File: src/hdl/rv_isa_pkg.sv
`default_nettype none

package rv_isa_pkg;

    // instruction field widths
    localparam int OPCODE_W   = 7;
    localparam int FUNCT3_W   = 3;
    localparam int REG_ADDR_W = 5;

    typedef logic [OPCODE_W-1:0]   opcode_t;
    typedef logic [FUNCT3_W-1:0]   funct3_t;
    typedef logic [REG_ADDR_W-1:0] reg_addr_t;

    // base opcodes, RV32I
    localparam opcode_t OPC_LUI    = 7'b0110111;
    localparam opcode_t OPC_AUIPC  = 7'b0010111;
    localparam opcode_t OPC_JAL    = 7'b1101111;
    localparam opcode_t OPC_JALR   = 7'b1100111;
    localparam opcode_t OPC_BRANCH = 7'b1100011;
    localparam opcode_t OPC_LOAD   = 7'b0000011;
    localparam opcode_t OPC_STORE  = 7'b0100011;
    localparam opcode_t OPC_OP_IMM = 7'b0010011;
    localparam opcode_t OPC_OP     = 7'b0110011;
    localparam opcode_t OPC_SYSTEM = 7'b1110011;

    localparam funct3_t F3_BEQ  = 3'b000;
    localparam funct3_t F3_BNE  = 3'b001;
    localparam funct3_t F3_BLT  = 3'b100;
    localparam funct3_t F3_BGE  = 3'b101;
    localparam funct3_t F3_BLTU = 3'b110;
    localparam funct3_t F3_BGEU = 3'b111;

    localparam funct3_t F3_ADD_SUB = 3'b000; // sub only for OP with bit 30
    localparam funct3_t F3_SLL     = 3'b001;
    localparam funct3_t F3_SLT     = 3'b010;
    localparam funct3_t F3_SLTU    = 3'b011;
    localparam funct3_t F3_XOR     = 3'b100;
    localparam funct3_t F3_SR      = 3'b101; // srl / sra by bit 30
    localparam funct3_t F3_OR      = 3'b110;
    localparam funct3_t F3_AND     = 3'b111;

endpackage

`default_nettype wire
File: src/hdl/core_pkg.sv
`default_nettype none

package core_pkg;

    typedef logic [31:0] word_t;

    typedef enum logic [3:0] {
        ALU_ADD, ALU_SUB, ALU_SLL, ALU_SLT, ALU_SLTU, ALU_XOR,
        ALU_SRL, ALU_SRA, ALU_OR, ALU_AND, ALU_PASS_B
    } alu_op_t;

    typedef enum logic [1:0] {WB_ALU, WB_MEM, WB_PC_PLUS4} wb_sel_t;

    typedef enum logic [1:0] {OPA_REG, OPA_PC, OPA_ZERO} op_a_sel_t;

    typedef struct packed {
        alu_op_t   alu_op;
        op_a_sel_t op_a_sel;
        logic      use_imm;   // operand b from immediate
        logic      reg_write;
        logic      mem_write;
        logic      mem_read;
        logic      branch;
        logic      jump;      // jal and jalr
        logic      jalr;
        wb_sel_t   wb_sel;
    } ctrl_t;

    // decode -> execute
    typedef struct packed {
        logic                  valid;
        word_t                 pc;
        word_t                 rs1_data;
        word_t                 rs2_data;
        rv_isa_pkg::reg_addr_t rs1;
        rv_isa_pkg::reg_addr_t rs2;
        rv_isa_pkg::reg_addr_t rd;
        word_t                 imm;
        rv_isa_pkg::funct3_t   funct3;
        ctrl_t                 ctrl;
    } ex_reg_t;

    // execute -> write-back
    typedef struct packed {
        logic                  valid;
        rv_isa_pkg::reg_addr_t rd;
        logic                  reg_write;
        wb_sel_t               wb_sel;
        word_t                 alu_result;
        word_t                 pc_plus4;
    } wb_reg_t;

    localparam word_t CSR_ADDR = 32'h8000_0010; // memory mapped csr output

endpackage

`default_nettype wire

File: src/hdl/imm_gen.sv
`timescale 1ns/1ns
`default_nettype none

module imm_gen (
    input  core_pkg::word_t inst,
    output core_pkg::word_t imm
);

    rv_isa_pkg::opcode_t opcode;

    assign opcode = inst[6:0];

    always_comb begin
        case (opcode)
            rv_isa_pkg::OPC_OP_IMM,
            rv_isa_pkg::OPC_LOAD,
            rv_isa_pkg::OPC_JALR:
                imm = {{20{inst[31]}}, inst[31:20]};                              // I
            rv_isa_pkg::OPC_STORE:
                imm = {{20{inst[31]}}, inst[31:25], inst[11:7]};                  // S
            rv_isa_pkg::OPC_BRANCH:
                imm = {{19{inst[31]}}, inst[31], inst[7], inst[30:25], inst[11:8], 1'b0};
            rv_isa_pkg::OPC_LUI,
            rv_isa_pkg::OPC_AUIPC:
                imm = {inst[31:12], 12'b0};                                       // U
            rv_isa_pkg::OPC_JAL:
                imm = {{11{inst[31]}}, inst[31], inst[19:12], inst[20], inst[30:21], 1'b0};
            default:
                imm = '0; // R-type and unknown
        endcase
    end

endmodule

`default_nettype wire

File: config.mk
export PLATFORM = sky130hd
export DESIGN_NAME = imm_gen
export DESIGN_NICKNAME = d
export VERILOG_FILES = /design/src/hdl/rv_isa_pkg.sv /design/src/hdl/core_pkg.sv /design/src/hdl/imm_gen.sv
export SDC_FILE = /design/constraint.sdc
export NUM_CORES = 1
export LEC_CHECK = 0
export ABC_AREA = 1
export BUFFER_PORTS_ARGS = -buffer_cell sky130_fd_sc_hd__buf_2
export CAP_MARGIN = 20
export CORE_MARGIN = 4
export CORE_UTILIZATION = 37
export DETAILED_ROUTE_END_ITERATION = 8
export PLACE_DENSITY_LB_ADDON = 0.3
export SLEW_MARGIN = 20
export SYNTH_ARGS = -nofsm -noshare
export SYNTH_HDL_FRONTEND = slang
export SYNTH_SLANG_ARGS = --single-unit
File: constraint.sdc
create_clock -name vclk -period 1
set_input_delay 0.15 -clock vclk [all_inputs]
set_output_delay 0.15 -clock vclk [all_outputs]
set_load 0.05 [all_outputs]
==> results of run 1 <==
[kinds of logic after synthesis]
family / synth area share
and+or+nand+nor: 0.784
buffers and inverters: 0.163
AOI/OAI and AO/OA: 0.0527
[stage by stage]
stage,cell area [um2],utilization,setup WS [ps]
after global placement,1640,0.836,-490
after floorplan,1110,-,-169
after detailed placement,1640,0.836,-605
[synth_stat cells, drive strengths merged]
master,instances
nand2,78
nor2,25
nand3,27
buf,4
inv,21
o21ai,8
==> metrics, run 1 <==
count of cell types in the netlist=13; synthesized area per cell=4.66 um2; Initial Utilization=0.387; synth warn=0; I/O pin count=64; syn_nets=slightly below 200; Die Ht=53.3 um; # rows=16; top cells by area, synth=nand2_1 (34%), nand3_1 (16%), nor2_1 (11%), inv_1 (9.9%), buf_6 (5.9%); DP Wirelength=about 3000 um; cts hold-fix bufs=0; Mapped Cells=163; register area share after synthesis=0; post-synth top area share=0.341; Post-CTS Resized=~120; post-CTS setup buffer count=0; run status=did not finish; Last stage=clock tree synthesis; Die X=53.3 um; Synth area leader=nand2_1; tool error=[ERROR DPL-0038] Utilization greater than 100%, impossible to legalize; dpl cells=274; gp weighted congestion=0.777; Synth Cell Area=between 700 and 800 um2; Buffers on Ports=64
==> run 2, diff against run 1 <==
--- a/config.mk
+++ b/config.mk
@@ -8,10 +8,10 @@
 export ABC_AREA = 1
 export BUFFER_PORTS_ARGS = -buffer_cell sky130_fd_sc_hd__buf_2
 export CAP_MARGIN = 20
-export CORE_MARGIN = 4
-export CORE_UTILIZATION = 37
+export CORE_AREA = 4 4 65 67
 export DETAILED_ROUTE_END_ITERATION = 8
-export PLACE_DENSITY_LB_ADDON = 0.3
+export DIE_AREA = 0 0 69 71
+export PLACE_DENSITY_LB_ADDON = 0.15
 export SLEW_MARGIN = 20
 export SYNTH_ARGS = -nofsm -noshare
 export SYNTH_HDL_FRONTEND = slang
==> constraint.sdc (replaced) <==
create_clock -name vclk -period 1.3
set_input_delay 0.195 -clock vclk [all_inputs]
set_output_delay 0.195 -clock vclk [all_outputs]
set_load 0.05 [all_outputs]
==> run 2 against run 1 <==
Effect of this change:
- the flow now finishes, with violations (negative setup slack)
- area after synthesis stayed put
- synthesized cell count unchanged
==> metrics, run 2 <==
period utilization=1.08; synth warn=0; core area=3630 um2; count of cell types in the netlist=13; syn_nets=195; unrepaired setup endpoints after global routing=yes; Residual DRC=0; largest stage delay on the critical path=190 ps; Post-Place Worst Slack=-286 ps; initial antenna violation count=0; most frequent cells in the layout=nand2_1 (36), nand2_2 (31), buf_2 (27), nand3_1 (22), buf_8 (20); total die area=4900 um2; Finish-stage setup viols=32; DP Wirelength=2320 um; count leader, synth=nand2_1; Max FO, Critical Path=8; DRT Pass-1 Iters=4; Final Util=0.472; cts hold-fix bufs=0; total wire length=3200 um; Setup WS post-layout=-97.6 ps; Worst Hold Class=in2out; Arr. time, crit path=1200 ps; worst hold endpoint=imm[15]; Die X=69 um; Final nets=269; WS Path Type=in2out; Startpoint Class=primary input; run status=finished, violations left; fraction of layout cells with a size suffix above 1=0.566; # rows=22; Mapped Cells=roughly 160; fin crit period=approximately 1400 ps; hold wc startpoint=inst[15]; met3 global-route usage=0.0128; commonest non-fill, non-tap cell in the layout=nand2_1; Fin. Hold Viols=0; register area share after synthesis=0; Power Total=345 uW; Worst Path Buf+Inv=3; GRT Total Usage=0.128; Synth area leader=nand2_1; Final ANT Viol Nets=0; I/O pin count=64; failing checks=negative setup slack; Hold Path Cell Cnt=4; Buffers on Ports=64; relative slew slack=0.857; post-synth top area share=0.341; Cell Pwr Density=201 nW/um2; Critical Path RT=between 1000 and 1500 ps; most frequent CP cell=buf_6; global-route wire length before repair=roughly 5500 um; Die Ht=roughly 71 um; sequential cell count=0; Worst path top cell family by delay=simple AND/OR/NAND/NOR gates; Antenna diodes=0; Synth Cell Area=759 um2; GRT Max-Usage Layer=met2; Via density=4.31; Fmax=0.716 GHz; via count=1220; top cells by area, synth=nand2_1 (34%), nand3_1 (16%), nor2_1 (11%), inv_1 (9.9%), buf_6 (5.9%); most frequent cells after synthesis=nand2_1 (69), nand3_1 (25), nor2_1 (22), inv_1 (20); largest net degree at the start of global routing=16; synthesized area per cell=4.66 um2; crit end category=primary output; # clk buffers=0; gp weighted congestion=0.805; Worst path slowest cell=nor2_4; actual slew at the worst max-slew pin=between 200 and 250 ps; M1 GR Usage=0.169; worst path cell trace=buf_6 > inv_2 > nand2_2 > nor2_4 > nand2_4 > nand3_4 > nand2_8 > nand2_1 > buf_6; grt ovf=0; Routed WL per cell=11.3 um; DRT iter0 DRCs=20; Max IR drop VDD=0.111 mV; vias in the first global route=1167; count of final max-slew check failures=0; met2 Use GR=0.238; leakage=0.00101 uW; Layout area overhead=126%; Initial Utilization=0.209; max_cap viols=0; worst-case hold slack=730 ps; Reg area=0 um2
## run 2: cell counts after synthesis
Identical to the previous run, type by type.
## run 2: cell families after synthesis
logic type             share of synthesized area
and+or+nand+nor                            0.784
buffers and inverters                      0.163
AOI/OAI and AO/OA                         0.0527
## run 2: power by group
part | switching [uW] | internal [uW] | leakage (uW)
sequential | 0 | 0 | 0
clock | 0 | 0 | 0
combinational | 207 | 137 | 0.00101
total | 207 | 137 | 0.00101
## run 2: what timing repair did
action / CTS / global route
hold endpoints to repair: 0 / 0
buffers inserted: 0 / 0
cloned: 2 / 0
setup endpoints to repair: 32 / 32
gates resized for setup: 109 / 30
pin swaps: 8 / 2
## run 2: layout make-up
class	count	area (um2)
timing repair buffer	74	722
inverter	21	81.3
multi-input combinational	140	852
tap	48	60.1
fill	396	1920
## run 2: worst max path at each step
stage,from,end,slack (ps),depth (start not counted)
floorplan,inst[4],imm[27],-100,8
global placement,inst[1],imm[20],-270,8
detailed placement,inst[1],imm[25],-290,8
CTS,inst[4],imm[5],-100,10
global route,inst[3],imm[11],-170,10
finish,inst[3],imm[14],-100,9
## run 2: per-stage QoR
stage | area, um2 | setup TNS (ps) | cells
2_1_floorplan | 800 | -1420 | 163
3_3_place_gp | 1220 | -6790 | 281
3_5_place_dp | 1220 | -7560 | 281
4_1_cts | 1620 | -2300 | 283
5_1_grt | 1720 | -4530 | 283
6_report | 1720 | -2140 | 283
## run 2: per-layer routing
| metal | share of wire | routed length, um |
|---|---|---|
| met1 | 0.41 | 1330 |
| met2 | 0.53 | 1700 |
| met3 | 0.054 | 173 |
| met4 | 0 | 0 |
| met5 | 0 | 0 |
No activity file was read; power rests on OpenSTA's default activity.
==> run 3, diff against run 2 <==
==> constraint.sdc (replaced) <==
create_clock -name vclk -period 1.2
set_input_delay 0.18 -clock vclk [all_inputs]
set_output_delay 0.18 -clock vclk [all_outputs]
set_load 0.05 [all_outputs]
==> run 3 against run 2 <==
Effect of this change:
- the flow still finishes with violations (negative setup slack)
- critical endpoint is now imm[18]
- via count grew 6.1%
- wire length grew 15%
- die area is the same
- cell count grew 2.5%
- first-iteration DRC count grew 80%
- worst hold slack lost 29 ps
- setup slack lost 110 ps
- count of clock-buffer cells in the layout is the same
- non-clock buffer count grew 7
- power grew 27%
==> metrics, run 3 (same netlist as run 2, synthesis figures left out) <==
run status=finished, violations left; failing checks=negative setup slack; period utilization=1.17; GRT Total Usage=0.144; vias in the first global route=1299; commonest non-fill, non-tap cell in the layout=buf_8; worst-case hold slack=701 ps; cts hold-fix bufs=0; DRT Pass-1 Iters=4; Max IR drop VDD=0.0715 mV; max_cap viols=0; Routed WL per cell=between 10 and 15 um; fin crit period=1410 ps; unrepaired setup endpoints after global routing=yes; Setup WS post-layout=-210 ps; fraction of layout cells with a size suffix above 1=0.694; I/O pin count=64; # rows=22; count of final max-slew check failures=0; Worst Hold Class=in2out; Via density=4.47; global-route wire length before repair=6030 um; grt ovf=0; crit end category=primary output; gp weighted congestion=~0.8; Post-Layout Inst Area=2110 um2; initial antenna violation count=0; Initial Utilization=0.209; Fin. Hold Viols=0; wire length on met2=2030 um; Final nets=276; Startpoint Class=primary input; total wire length=about 3700 um; Layout area overhead=178%; leakage=between 0.001 and 0.0015 uW; Final ANT Viol Nets=0; Buffers on Ports=between 60 and 70; Residual DRC=0; # clk buffers=0; wl on met1=1390 um; Die Ht=approximately 70 um; met3 WL=192 um; Max FO, Critical Path=8; top layer in use=met4; via count=1295; relative slew slack=0.872; most frequent cells in the layout=buf_8 (34), nand2_4 (33), buf_2 (26), nand2_1 (25), nand3_1 (19); Post-Route Setup TNS=-5750 ps; DRT iter0 DRCs=36; sequential cell count=0; Fmax=0.709 GHz; Critical Path RT=1020 ps; Post-DP Area=about 1400 um2; Arr. time, crit path=approximately 1200 ps; total die area=4900 um2; Finish-stage setup viols=32; Antenna diodes=0; DP Wirelength=roughly 2400 um; Post-Place Worst Slack=-425 ps; WS Path Type=in2out; Reg area=0 um2; Cell Pwr Density=207 nW/um2; Die X=69 um; core area=3630 um2; actual slew at the worst max-slew pin=191 ps; largest net degree at the start of global routing=16
[run 3: path summary, 6_finish.rpt]
check / startpoint / to / cells after the start
setup / recovery: inst[4] / imm[18] / 9
hold / removal: inst[14] / imm[14] / 4
[run 3: worst max-delay path, stage by stage]
cell	delay, ps
buf_6	100
inv_4	50
nand2_4	70
nor2_8	200
nand2_4	110
nand3_4	140
nand2_8	130
nand2_2	100
buf_8	140
[run 3: what timing repair did]
item / 4_1_cts / 5_1_grt
pin swaps: 20 / 17
setup buffers: 3 / 0
gates resized for setup: 161 / 31
setup endpoints to repair: 32 / 32
gates cloned: 2 / 0
[run 3: area by class of cell]
| cell class | instances | area (um2) |
|---|---|---|
| fill | 344 | 1530 |
| inverter | 21 | 88.8 |
| multi-input combinational | 140 | 1120 |
| tap | 48 | 60.1 |
| timing repair buffer | 81 | 841 |
[run 3: metal layers]
metal | vias to the layer above | track usage
met3 | 4 | 0.0199
met5 | - | 0
li1 | 664 | -
met4 | 0 | 0.0217
met1 | 587 | 0.159
met2 | 40 | 0.292
[run 3: power by group]
| part | internal, uW | switching, uW |
|---|---|---|
| clock | 0 | 0 |
| combinational | 178 | 259 |
| sequential | 0 | 0 |
| total | 178 | 259 |
[run 3: stage by stage]
step,power [uW],util,cells
6_report,436,0.580,290
5_1_grt,464,0.580,290
4_1_cts,408,0.549,290
3_5_place_dp,296,0.379,285
3_3_place_gp,296,0.379,285
2_1_floorplan,177,-,163
